File: config.mk
export PLATFORM = sky130hd
export DESIGN_NAME = mem_unit
export DESIGN_NICKNAME = d
export VERILOG_FILES = /design/src/logic/mem_pkg.sv /design/src/logic/cache_store.sv /design/src/logic/cache_ctrl.sv /design/src/logic/axi_bridge.sv /design/src/logic/mem_unit.sv
export VERILOG_INCLUDE_DIRS = /design/src /design/src/logic
export SDC_FILE = /design/constraint.sdc
export NUM_CORES = 2
export LEC_CHECK = 0
export BUFFER_PORTS_ARGS = -buffer_cell sky130_fd_sc_hd__buf_2
export CORE_ASPECT_RATIO = 1.4
export CORE_MARGIN = 2
export CORE_UTILIZATION = 55
export DETAILED_ROUTE_END_ITERATION = 8
export GPL_ROUTABILITY_DRIVEN = 0
export PLACE_DENSITY = 0.73
export SETUP_SLACK_MARGIN = 0.15
export SLEW_MARGIN = 25
export SYNTH_ARGS = -nofsm -noshare
export SYNTH_HDL_FRONTEND = slang
export SYNTH_SLANG_ARGS = --single-unit
export TNS_END_PERCENT = 10
File: constraint.sdc
create_clock -name clk -period 8.3 [get_ports clk]
set_clock_uncertainty 0.2 [all_clocks]
set_input_delay 0 -clock clk [delete_from_list [all_inputs] [get_ports clk]]
set_output_delay 0 -clock clk [all_outputs]
set_load 0.02 [all_outputs]
File: src/logic/mem_config.svh
`ifndef MEM_CONFIG_SVH
`define MEM_CONFIG_SVH

// bus widths
`define MEM_ADDR_W 32
`define MEM_DATA_W 32

// words per line, also the refill burst length
`define LINE_WORDS 4

// number of direct-mapped lines
`define CACHE_SETS 16

// address split: tag | index | byte offset within line
`define OFFSET_W ($clog2(`LINE_WORDS) + $clog2(`MEM_DATA_W / 8))
`define INDEX_W ($clog2(`CACHE_SETS))
`define TAG_W (`MEM_ADDR_W - `INDEX_W - `OFFSET_W)

`endif

File: src/logic/mem_pkg.sv
`include "mem_config.svh"

package mem_pkg;

  // access size as the cpu encodes it
  typedef enum logic [1:0] {
    SIZE_BYTE = 2'd0,
    SIZE_HALF = 2'd1,
    SIZE_WORD = 2'd2
  } size_e;

  // request held by the controller, addr already physical
  typedef struct packed {
    logic                   wr;
    size_e                  size;
    logic [`MEM_ADDR_W-1:0] addr;
    logic [`MEM_DATA_W-1:0] wdata;
  } cpu_req_t;

  // what the bridge has to do on axi
  typedef enum logic [1:0] {
    BUS_READ_SINGLE = 2'd0,
    BUS_READ_LINE   = 2'd1,
    BUS_WRITE       = 2'd2
  } bus_op_e;

  typedef struct packed {
    bus_op_e                  op;
    logic [`MEM_ADDR_W-1:0]   addr;
    logic [`MEM_DATA_W-1:0]   wdata;
    logic [`MEM_DATA_W/8-1:0] wstrb;
  } bus_req_t;

  typedef struct packed {
    logic [`MEM_ADDR_W-1:0] addr;
    logic [7:0]             len;
    logic [2:0]             size;
    logic [1:0]             burst;
  } axi_ar_t;

  typedef struct packed {
    logic [`MEM_ADDR_W-1:0] addr;
    logic [2:0]             size;
  } axi_aw_t;

  typedef struct packed {
    logic [`MEM_DATA_W-1:0]   data;
    logic [`MEM_DATA_W/8-1:0] strb;
    logic                     last;
  } axi_w_t;

  // both fsms share this scope, hence the prefixes
  typedef enum logic [2:0] {
    CTRL_IDLE,
    CTRL_LOOKUP,
    CTRL_REFILL,
    CTRL_BYPASS_READ,
    CTRL_WRITE
  } ctrl_state_e;

  typedef enum logic [2:0] {
    BRG_IDLE,
    BRG_AR,
    BRG_R,
    BRG_AW_W,
    BRG_B
  } bridge_state_e;

endpackage

File: src/logic/cache_store.sv
`timescale 1ns/1ps
`include "mem_config.svh"

module cache_store (
  input  logic                     clk,
  input  logic                     rst,
  input  logic [`INDEX_W-1:0]      lookup_index,
  input  logic [`TAG_W-1:0]        lookup_tag,
  output logic                     hit,
  output logic [`MEM_DATA_W-1:0]   hit_word,
  input  logic                     fill_en,
  input  logic [`OFFSET_W-3:0]     fill_word,
  input  logic [`MEM_DATA_W-1:0]   fill_data,
  input  logic                     wr_en,
  input  logic [`MEM_DATA_W/8-1:0] wr_strb,
  input  logic [`MEM_DATA_W-1:0]   wr_data
);

  logic [`CACHE_SETS-1:0] valid;
  logic [`TAG_W-1:0]      tag_arr  [`CACHE_SETS];
  logic [`MEM_DATA_W-1:0] data_arr [`CACHE_SETS][`LINE_WORDS];
  logic                   last_word;

  assign last_word = (fill_word == {(`OFFSET_W-2){1'b1}});

  assign hit      = valid[lookup_index] && (tag_arr[lookup_index] == lookup_tag);
  assign hit_word = data_arr[lookup_index][fill_word];

  // line becomes valid only once its final word is in
  always_ff @(posedge clk) begin
    if (rst) begin
      valid <= '0;
    end else if (fill_en) begin
      valid[lookup_index] <= last_word;
    end
  end

  always_ff @(posedge clk) begin
    if (fill_en) begin
      tag_arr[lookup_index] <= lookup_tag;
    end
  end

  always_ff @(posedge clk) begin
    if (fill_en) begin
      data_arr[lookup_index][fill_word] <= fill_data;
    end else if (wr_en) begin
      // byte-masked update on a write hit
      for (int b = 0; b < `MEM_DATA_W / 8; b++) begin
        if (wr_strb[b]) begin
          data_arr[lookup_index][fill_word][8*b +: 8] <= wr_data[8*b +: 8];
        end
      end
    end
  end

endmodule

File: src/logic/cache_ctrl.sv
`timescale 1ns/1ps
`include "mem_config.svh"

module cache_ctrl (
  input  logic                     clk,
  input  logic                     rst,
  input  logic                     req,
  input  logic                     wr,
  input  mem_pkg::size_e           size,
  input  logic [`MEM_ADDR_W-1:0]   addr,
  input  logic [`MEM_DATA_W-1:0]   wdata,
  output logic                     addr_ok,
  output logic                     data_ok,
  output logic [`MEM_DATA_W-1:0]   rdata,
  // cache store
  output logic [`INDEX_W-1:0]      lookup_index,
  output logic [`TAG_W-1:0]        lookup_tag,
  input  logic                     hit,
  input  logic [`MEM_DATA_W-1:0]   hit_word,
  output logic                     fill_en,
  output logic [`OFFSET_W-3:0]     fill_word,
  output logic [`MEM_DATA_W-1:0]   fill_data,
  output logic                     wr_en,
  output logic [`MEM_DATA_W/8-1:0] wr_strb,
  output logic [`MEM_DATA_W-1:0]   wr_data,
  // bridge
  output mem_pkg::bus_req_t        bus_req,
  output logic                     bus_start,
  input  logic                     beat_valid,
  input  logic [`MEM_DATA_W-1:0]   beat_data,
  input  logic                     beat_last,
  input  logic                     bus_done
);

  mem_pkg::ctrl_state_e     state;
  mem_pkg::cpu_req_t        req_q;
  logic                     cached_q;
  logic                     seg_cached;
  logic [`MEM_ADDR_W-1:0]   paddr;
  logic [`OFFSET_W-3:0]     beat_cnt;
  logic [`OFFSET_W-3:0]     req_word;
  logic [`MEM_DATA_W/8-1:0] wstrb;
  logic                     read_hit;

  // fixed mips segment map, kseg0 cached, kseg1 uncached
  always_comb begin
    seg_cached = (addr[`MEM_ADDR_W-1 -: 3] == 3'b100);
    if (addr[`MEM_ADDR_W-1 -: 2] == 2'b10) begin
      paddr = {3'b000, addr[`MEM_ADDR_W-4:0]};
    end else begin
      paddr = addr;
    end
  end

  assign addr_ok = (state == mem_pkg::CTRL_IDLE);

  assign req_word     = req_q.addr[`OFFSET_W-1:2];
  assign lookup_index = req_q.addr[`OFFSET_W +: `INDEX_W];
  assign lookup_tag   = req_q.addr[`MEM_ADDR_W-1 -: `TAG_W];

  // byte lanes from size and low address bits
  always_comb begin
    case (req_q.size)
      mem_pkg::SIZE_BYTE: wstrb = 4'b0001 << req_q.addr[1:0];
      mem_pkg::SIZE_HALF: wstrb = req_q.addr[1] ? 4'b1100 : 4'b0011;
      default:            wstrb = 4'b1111;
    endcase
  end

  assign read_hit = !req_q.wr && cached_q && hit;

  // anything but a read hit goes out to the bus
  assign bus_start = (state == mem_pkg::CTRL_LOOKUP) && !read_hit;

  always_comb begin
    if (req_q.wr) begin
      bus_req.op = mem_pkg::BUS_WRITE;
    end else if (cached_q) begin
      bus_req.op = mem_pkg::BUS_READ_LINE;
    end else begin
      bus_req.op = mem_pkg::BUS_READ_SINGLE;
    end
    bus_req.addr  = req_q.addr;
    bus_req.wdata = req_q.wdata;
    bus_req.wstrb = wstrb;
  end

  // write-through, a resident line is patched too
  assign wr_en   = (state == mem_pkg::CTRL_LOOKUP) && req_q.wr && hit;
  assign wr_strb = wstrb;
  assign wr_data = req_q.wdata;

  assign fill_en   = (state == mem_pkg::CTRL_REFILL) && beat_valid;
  assign fill_data = beat_data;
  // word pointer: beat count while filling, request word otherwise
  assign fill_word = (state == mem_pkg::CTRL_REFILL) ? beat_cnt : req_word;

  always_ff @(posedge clk) begin
    if (req && addr_ok) begin
      req_q.wr    <= wr;
      req_q.size  <= size;
      req_q.addr  <= paddr;
      req_q.wdata <= wdata;
      cached_q    <= seg_cached;
    end
  end

  always_ff @(posedge clk) begin
    if (rst) begin
      state    <= mem_pkg::CTRL_IDLE;
      data_ok  <= 1'b0;
      beat_cnt <= '0;
    end else begin
      data_ok <= 1'b0;
      case (state)
        mem_pkg::CTRL_IDLE: begin
          if (req) begin
            state <= mem_pkg::CTRL_LOOKUP;
          end
        end
        mem_pkg::CTRL_LOOKUP: begin
          beat_cnt <= '0;
          if (req_q.wr) begin
            state <= mem_pkg::CTRL_WRITE;
          end else if (read_hit) begin
            data_ok <= 1'b1;
            state   <= mem_pkg::CTRL_IDLE;
          end else if (cached_q) begin
            state <= mem_pkg::CTRL_REFILL;
          end else begin
            state <= mem_pkg::CTRL_BYPASS_READ;
          end
        end
        mem_pkg::CTRL_REFILL: begin
          if (beat_valid) begin
            beat_cnt <= beat_cnt + 1'b1;
            if (beat_last) begin
              data_ok <= 1'b1;
              state   <= mem_pkg::CTRL_IDLE;
            end
          end
        end
        default: begin
          // uncached read or write, wait for the bridge
          if (bus_done) begin
            data_ok <= 1'b1;
            state   <= mem_pkg::CTRL_IDLE;
          end
        end
      endcase
    end
  end

  always_ff @(posedge clk) begin
    if (state == mem_pkg::CTRL_LOOKUP && read_hit) begin
      rdata <= hit_word;
    end else if (state == mem_pkg::CTRL_REFILL && beat_valid && beat_cnt == req_word) begin
      rdata <= beat_data;
    end else if (state == mem_pkg::CTRL_BYPASS_READ && beat_valid) begin
      rdata <= beat_data;
    end
  end

endmodule

File: src/logic/axi_bridge.sv
`timescale 1ns/1ps
`include "mem_config.svh"

module axi_bridge (
  input  logic                   clk,
  input  logic                   rst,
  input  mem_pkg::bus_req_t      bus_req,
  input  logic                   bus_start,
  output logic                   beat_valid,
  output logic [`MEM_DATA_W-1:0] beat_data,
  output logic                   beat_last,
  output logic                   bus_done,
  // axi read
  output mem_pkg::axi_ar_t       ar,
  output logic                   arvalid,
  input  logic                   arready,
  input  logic [`MEM_DATA_W-1:0] rdata_axi,
  input  logic                   rlast,
  input  logic                   rvalid,
  output logic                   rready,
  // axi write
  output mem_pkg::axi_aw_t       aw,
  output logic                   awvalid,
  input  logic                   awready,
  output mem_pkg::axi_w_t        w,
  output logic                   wvalid,
  input  logic                   wready,
  input  logic                   bvalid,
  output logic                   bready
);

  mem_pkg::bridge_state_e state;
  logic                   aw_done;
  logic                   w_done;

  // channel is finished when already dropped or accepted now
  assign aw_done = !awvalid || awready;
  assign w_done  = !wvalid || wready;

  assign beat_valid = (state == mem_pkg::BRG_R) && rvalid && rready;
  assign beat_data  = rdata_axi;
  assign beat_last  = rlast;

  // payloads latched at bus_start, held until the transaction is done
  always_ff @(posedge clk) begin
    if (state == mem_pkg::BRG_IDLE && bus_start) begin
      if (bus_req.op == mem_pkg::BUS_READ_LINE) begin
        ar.addr <= {bus_req.addr[`MEM_ADDR_W-1:`OFFSET_W], {`OFFSET_W{1'b0}}};
        ar.len  <= 8'(`LINE_WORDS - 1);
      end else begin
        ar.addr <= bus_req.addr;
        ar.len  <= 8'd0;
      end
      // always full word beats, incr burst
      ar.size  <= 3'($clog2(`MEM_DATA_W / 8));
      ar.burst <= 2'b01;
      aw.addr  <= bus_req.addr;
      aw.size  <= 3'($clog2(`MEM_DATA_W / 8));
      w.data   <= bus_req.wdata;
      w.strb   <= bus_req.wstrb;
      w.last   <= 1'b1;
    end
  end

  always_ff @(posedge clk) begin
    if (rst) begin
      state    <= mem_pkg::BRG_IDLE;
      arvalid  <= 1'b0;
      rready   <= 1'b0;
      awvalid  <= 1'b0;
      wvalid   <= 1'b0;
      bready   <= 1'b0;
      bus_done <= 1'b0;
    end else begin
      bus_done <= 1'b0;
      case (state)
        mem_pkg::BRG_IDLE: begin
          if (bus_start) begin
            if (bus_req.op == mem_pkg::BUS_WRITE) begin
              awvalid <= 1'b1;
              wvalid  <= 1'b1;
              state   <= mem_pkg::BRG_AW_W;
            end else begin
              arvalid <= 1'b1;
              state   <= mem_pkg::BRG_AR;
            end
          end
        end
        mem_pkg::BRG_AR: begin
          if (arready) begin
            arvalid <= 1'b0;
            rready  <= 1'b1;
            state   <= mem_pkg::BRG_R;
          end
        end
        mem_pkg::BRG_R: begin
          if (rvalid && rlast) begin
            rready   <= 1'b0;
            bus_done <= 1'b1;
            state    <= mem_pkg::BRG_IDLE;
          end
        end
        mem_pkg::BRG_AW_W: begin
          // aw and w may complete in either order
          if (awready) begin
            awvalid <= 1'b0;
          end
          if (wready) begin
            wvalid <= 1'b0;
          end
          if (aw_done && w_done) begin
            bready <= 1'b1;
            state  <= mem_pkg::BRG_B;
          end
        end
        mem_pkg::BRG_B: begin
          if (bvalid) begin
            bready   <= 1'b0;
            bus_done <= 1'b1;
            state    <= mem_pkg::BRG_IDLE;
          end
        end
        default: begin
          state <= mem_pkg::BRG_IDLE;
        end
      endcase
    end
  end

endmodule

File: src/logic/mem_unit.sv
`timescale 1ns/1ps
`include "mem_config.svh"

module mem_unit (
  input  logic                   clk,
  input  logic                   rst,
  // cpu sram-like side
  input  logic                   req,
  input  logic                   wr,
  input  mem_pkg::size_e         size,
  input  logic [`MEM_ADDR_W-1:0] addr,
  input  logic [`MEM_DATA_W-1:0] wdata,
  output logic                   addr_ok,
  output logic                   data_ok,
  output logic [`MEM_DATA_W-1:0] rdata,
  // axi read
  output mem_pkg::axi_ar_t       ar,
  output logic                   arvalid,
  input  logic                   arready,
  input  logic [`MEM_DATA_W-1:0] rdata_axi,
  input  logic                   rlast,
  input  logic                   rvalid,
  output logic                   rready,
  // axi write
  output mem_pkg::axi_aw_t       aw,
  output logic                   awvalid,
  input  logic                   awready,
  output mem_pkg::axi_w_t        w,
  output logic                   wvalid,
  input  logic                   wready,
  input  logic                   bvalid,
  output logic                   bready
);

  logic [`INDEX_W-1:0]         lookup_index;
  logic [`TAG_W-1:0]           lookup_tag;
  logic                        hit;
  logic [`MEM_DATA_W-1:0]      hit_word;
  logic                        fill_en;
  logic [`OFFSET_W-3:0]        fill_word;
  logic [`MEM_DATA_W-1:0]      fill_data;
  logic                        wr_en;
  logic [`MEM_DATA_W/8-1:0]    wr_strb;
  logic [`MEM_DATA_W-1:0]      wr_data;
  mem_pkg::bus_req_t           bus_req;
  logic                        bus_start;
  logic                        beat_valid;
  logic [`MEM_DATA_W-1:0]      beat_data;
  logic                        beat_last;
  logic                        bus_done;

  cache_ctrl u_ctrl (
    .clk          (clk),
    .rst          (rst),
    .req          (req),
    .wr           (wr),
    .size         (size),
    .addr         (addr),
    .wdata        (wdata),
    .addr_ok      (addr_ok),
    .data_ok      (data_ok),
    .rdata        (rdata),
    .lookup_index (lookup_index),
    .lookup_tag   (lookup_tag),
    .hit          (hit),
    .hit_word     (hit_word),
    .fill_en      (fill_en),
    .fill_word    (fill_word),
    .fill_data    (fill_data),
    .wr_en        (wr_en),
    .wr_strb      (wr_strb),
    .wr_data      (wr_data),
    .bus_req      (bus_req),
    .bus_start    (bus_start),
    .beat_valid   (beat_valid),
    .beat_data    (beat_data),
    .beat_last    (beat_last),
    .bus_done     (bus_done)
  );

  cache_store u_store (
    .clk          (clk),
    .rst          (rst),
    .lookup_index (lookup_index),
    .lookup_tag   (lookup_tag),
    .hit          (hit),
    .hit_word     (hit_word),
    .fill_en      (fill_en),
    .fill_word    (fill_word),
    .fill_data    (fill_data),
    .wr_en        (wr_en),
    .wr_strb      (wr_strb),
    .wr_data      (wr_data)
  );

  axi_bridge u_bridge (
    .clk        (clk),
    .rst        (rst),
    .bus_req    (bus_req),
    .bus_start  (bus_start),
    .beat_valid (beat_valid),
    .beat_data  (beat_data),
    .beat_last  (beat_last),
    .bus_done   (bus_done),
    .ar         (ar),
    .arvalid    (arvalid),
    .arready    (arready),
    .rdata_axi  (rdata_axi),
    .rlast      (rlast),
    .rvalid     (rvalid),
    .rready     (rready),
    .aw         (aw),
    .awvalid    (awvalid),
    .awready    (awready),
    .w          (w),
    .wvalid     (wvalid),
    .wready     (wready),
    .bvalid     (bvalid),
    .bready     (bready)
  );

endmodule

==> metrics.txt <==
# TYPE chip_impl_metric gauge
chip_impl_metric{name="power_density",unit="nW/um^2"} 245.6
chip_impl_metric{name="syn_avg_cell_area",unit="sq um"} 21.30
chip_impl_metric{name="layout-drive-gt1-share",unit=""} 0.2886
chip_impl_metric{name="route.detailed.vias_per_inst",unit=""} 6.705
chip_impl_metric{name="finish.net_count",unit=""} 5497
chip_impl_info{name="tritoncts",value="done"} 1
chip_impl_metric{name="synth.yosys.warnings",unit=""} 0
chip_impl_metric{name="drc",unit=""} 0
chip_impl_info{name="terminus_of_the_critical_flop_to_flop_path",value="u_ctrl.rdata[15]"} 1
chip_impl_metric{name="async_flop_share",unit=""} 0
chip_impl_metric{name="firstDrtPassIters",unit=""} 9
chip_impl_info{name="crit_path_top_delay_cell",value="sky130_fd_sc_hd__and4b_1"} 1
chip_impl_info{name="endpoint_kind",value="flop"} 1
chip_impl_metric{name="num_vias",unit=""} 54153
chip_impl_info{name="endpoint",value="u_ctrl.rdata[15]"} 1
chip_impl_metric{name="final_min_period_over_clock_period",unit=""} 0.7965
chip_impl_info{name="critical-path-top-cell-by-count",value="sky130_fd_sc_hd__buf_4"} 1
chip_impl_metric{name="filler_cell_count",unit=""} 12394
chip_impl_metric{name="drt_initial_violations",unit=""} 7252
chip_impl_metric{name="hold_violations",unit=""} 0
chip_impl_metric{name="total_die_area",unit="sq um"} 194100
chip_impl_info{name="min_path_type",value="in -> reg"} 1
chip_impl_metric{name="grtUsageTotal",unit=""} 0.2866
chip_impl_info{name="clock-root-buffer",value="sky130_fd_sc_hd__clkbuf_16"} 1
chip_impl_metric{name="postRouteWirelength",unit="microns"} 279200
chip_impl_metric{name="synth_enable_flop_cells",unit=""} 2605
chip_impl_info{name="mostFrequentLayoutCell",value="sky130_fd_sc_hd__edfxtp_1"} 1
chip_impl_metric{name="netlist_area",unit="sq um"} 104800
chip_impl_metric{name="timing.final.max_slew_violations",unit=""} 0
chip_impl_metric{name="synthToLayoutAreaGrowth",unit="%"} 13.08
chip_impl_metric{name="pin_count_of_the_biggest_net_entering_global_routing",unit=""} 152
chip_impl_metric{name="timing.reg2reg.setup_slack",unit="ns"} 1.69
chip_impl_metric{name="placementRows",unit=""} 189
chip_impl_metric{name="cp.buffers_inverters",unit=""} 2
chip_impl_info{name="layout.cells.most_common_list",value="sky130_fd_sc_hd__edfxtp_1 (2605), sky130_fd_sc_hd__mux4_2 (679), sky130_fd_sc_hd__a21oi_1 (284), sky130_fd_sc_hd__buf_2 (248), sky130_fd_sc_hd__clkbuf_16 (243)"} 1
chip_impl_metric{name="r2r_cells",unit=""} 10
chip_impl_metric{name="leakage",unit="nW"} 37.45
chip_impl_info{name="path_class",value="reg -> reg"} 1
chip_impl_metric{name="clk_pin_slew_worst_paths",unit="ns"} 0.06
chip_impl_metric{name="grt_pass1_vias",unit=""} 53783
chip_impl_metric{name="dieHeight",unit="microns"} 520.6
chip_impl_metric{name="cts_num_sinks",unit=""} 2640
chip_impl_metric{name="synth_seq_cells",unit=""} 2640
chip_impl_metric{name="fmax",unit="MHz"} 151.3
chip_impl_metric{name="io_pins",unit=""} 264
chip_impl_metric{name="globalRoute.totalOverflow",unit=""} 0
chip_impl_metric{name="ys_seq_area_frac",unit=""} 0.7529
chip_impl_metric{name="vdd_ir_drop_max",unit="mV"} 0.1785
chip_impl_info{name="path_cells",value="buf_4 > mux4_2 > xor2_1 > and2_0 > o32ai_1 > and4b_1 > nand2_2 > or4b_1 > a211oi_4 > buf_4"} 1
chip_impl_metric{name="cp_max_fo",unit=""} 51
chip_impl_metric{name="setup-violations-final",unit=""} 0
chip_impl_metric{name="number_of_nets_with_antenna_violations_after_detailed_routing",unit=""} 0
chip_impl_info{name="critical_path.top_delay_family",value="simple AND/OR/NAND/NOR gates"} 1
chip_impl_info{name="synth-main-ff-cell",value="sky130_fd_sc_hd__edfxtp_1"} 1
chip_impl_metric{name="syn_inst",unit=""} 4922
chip_impl_metric{name="fin_worst_hold_slack",unit="ns"} 0.04251
chip_impl_info{name="rsz0062_at_grt",value="false"} 1
chip_impl_metric{name="ys_types",unit=""} 74
chip_impl_metric{name="critical-path-max-stage-delay",unit="ns"} 0.80
chip_impl_metric{name="timing.critical_path.required",unit="ns"} 8.60
chip_impl_metric{name="route.detailed.wl_per_inst",unit="microns"} 34.57
chip_impl_metric{name="grt_first_pass_wirelength",unit="microns"} 394700
chip_impl_info{name="worst_setup_path_start_kind",value="flop"} 1
chip_impl_metric{name="tightestPinTransition",unit="ns"} 1.223
chip_impl_metric{name="core_area",unit="sq um"} 189400
chip_impl_metric{name="cts_inserted_buffers",unit=""} 242
chip_impl_info{name="outcome",value="finished clean"} 1
chip_impl_metric{name="antenna_violations_before_repair",unit=""} 10
chip_impl_metric{name="period_needed",unit="ns"} 6.611
chip_impl_metric{name="worst_ep_arrival_time",unit="ns"} 6.91
chip_impl_metric{name="cts.htree.levels",unit=""} 4
chip_impl_metric{name="start_util",unit=""} 0.5534
chip_impl_metric{name="die-width",unit="microns"} 373.0
chip_impl_metric{name="dp.final_hpwl",unit="microns"} 172700
chip_impl_metric{name="quantity_of_i_o_buffers_inserted_on_ports",unit=""} 248
chip_impl_metric{name="max_cap_violations",unit=""} 0
chip_impl_metric{name="clock_latency_on_the_worst_skew_pair",unit="ns"} 0.90
chip_impl_metric{name="path_depth",unit=""} 10
chip_impl_metric{name="placedCellCount",unit=""} 7405
chip_impl_metric{name="final.setup.tns",unit="ns"} 0
chip_impl_metric{name="cts_max_path_buffers",unit=""} 4
chip_impl_metric{name="worst_max_slew_margin_expressed_relative_to_the_limit",unit=""} 0.1774
chip_impl_metric{name="finalNonFillerCells",unit=""} 8076
state kept, by name, indices dropped and copies added (netlist names), named ones only:
| name | count |
|---|---|
| u_bridge.ar | 5 |
| u_bridge.arvalid | 1 |
| u_bridge.aw | 32 |
| u_bridge.awvalid | 1 |
| u_bridge.bready | 1 |
| u_bridge.bus_done | 1 |
| u_bridge.rready | 1 |
| u_bridge.state | 3 |
| u_bridge.w | 36 |
| u_bridge.wvalid | 1 |
| u_ctrl.beat_cnt | 2 |
| u_ctrl.bus_req | 32 |
| u_ctrl.cached_q | 1 |
| u_ctrl.data_ok | 1 |
| u_ctrl.rdata | 32 |
| u_ctrl.req_q | 3 |
| u_ctrl.state | 3 |
| u_ctrl.wr_data | 32 |
| u_store.data_arr | 2048 |
| u_store.tag_arr | 384 |
| u_store.valid | 16 |
cell type report:
cell class / count / area, sq um / area share
Sequential cell: 2640 / 78940 / 0.6660
Multi-Input combinational cell: 1934 / 24510 / 0.2068
Clock buffer: 291 / 6291 / 0.05307
Timing Repair Buffer: 551 / 4213 / 0.03554
Tap cell: 2483 / 3107 / 0.02621
Clock inverter: 147 / 1365 / 0.01152
Inverter: 20 / 82.58 / 0.0006967
Antenna cell: 10 / 25.02 / 0.0002111
kinds of logic after synthesis:
family                 share of synthesized area
buffers and inverters                    0.01611
XOR/XNOR                                0.001420
other                                 0.00007164
flip-flops                                0.7529
multiplexers                              0.1796
AO/OA/AOI/OAI                            0.02954
AND/OR/NAND/NOR                          0.02030
tightest hold or removal path: stages:
cell and delay (ns):
sky130_fd_sc_hd__dlygate4sd3_1 0.56, sky130_fd_sc_hd__buf_2 0.26, sky130_fd_sc_hd__mux2_4 0.19
through the flow:
| stage | power, mW | setup slack [ns] | util | instance area (sq um) |
|---|---|---|---|---|
| after floorplan | 17.26 | 2.170 | - | 104900 |
| after global placement | 18.28 | 1.966 | 0.5727 | 108500 |
| after detailed placement | 18.31 | 1.858 | 0.5729 | 108500 |
| after CTS | 29.16 | 1.761 | 0.6250 | 118400 |
| after global routing | 29.79 | 1.634 | 0.6257 | 118500 |
| final | 29.11 | 1.689 | 0.6258 | 118500 |
cells in the mapped netlist, drive strengths merged, types with 4 or more instances:
cell	instances	area, sq um
a22o	13	113.9
dfxtp	35	700.7
xor2	9	78.83
o22a	5	43.79
mux2	180	2136
nand2b	20	125.1
clkbuf	162	608.1
nor3	36	302.8
mux4	679	15290
a21oi	300	1501
inv	20	75.07
nor2b	40	250.2
mux2i	140	1401
and2	16	100.1
o2111ai	7	61.31
o21ai	16	80.08
nor2	60	225.2
nand2	141	531.8
and3	4	25.02
nand3	23	115.1
o211ai	5	37.54
nor4	10	128.9
a22oi	78	585.6
nand3b	4	30.03
buf	179	1006
edfxtp	2605	78230
o31ai	8	60.06
a211oi	27	202.7
a21o	6	45.04
o22ai	7	43.79
nand4	23	143.9
xnor2	8	70.07
layer usage:
| layer | global-route usage | vias up | wire length (microns) |
|---|---|---|---|
| li1 | - | 21516 | - |
| met1 | 0.3766 | 28429 | 98960 |
| met2 | 0.4632 | 3538 | 136300 |
| met3 | 0.05493 | 662 | 27530 |
| met4 | 0.1452 | 8 | 16160 |
| met5 | 0 | - | 209 |
power breakdown:
group          switching [mW]  leakage (nW)  internal [mW]  total, mW
Sequential              0.190          23.7           14.8       14.9
Clock                    4.86          3.76           6.10       11.0
Combinational            1.82          9.95           1.37       3.19
how the worst min path moves through the flow:
stage,depth (start not counted),endpoint,start
2_1_floorplan,0,u_ctrl.bus_req[36],addr[0]
3_3_place_gp,1,u_ctrl.wr_data[13],wdata[13]
3_5_place_dp,1,u_ctrl.wr_data[4],wdata[4]
4_1_cts,3,u_ctrl.rdata[22],rdata_axi[22]
5_1_grt,3,u_ctrl.rdata[22],rdata_axi[22]
6_report,3,u_ctrl.rdata[22],rdata_axi[22]
what timing repair did:
item / 4_1_cts / 5_1_grt
setup endpoints to repair: 0 / 0
resized for setup: 0 / 0
endpoints found under the hold margin: 2234 / 0
buffers inserted: 0 / 0
hold buffers: 220 / 0
No activity file was read; power rests on OpenSTA's default activity.
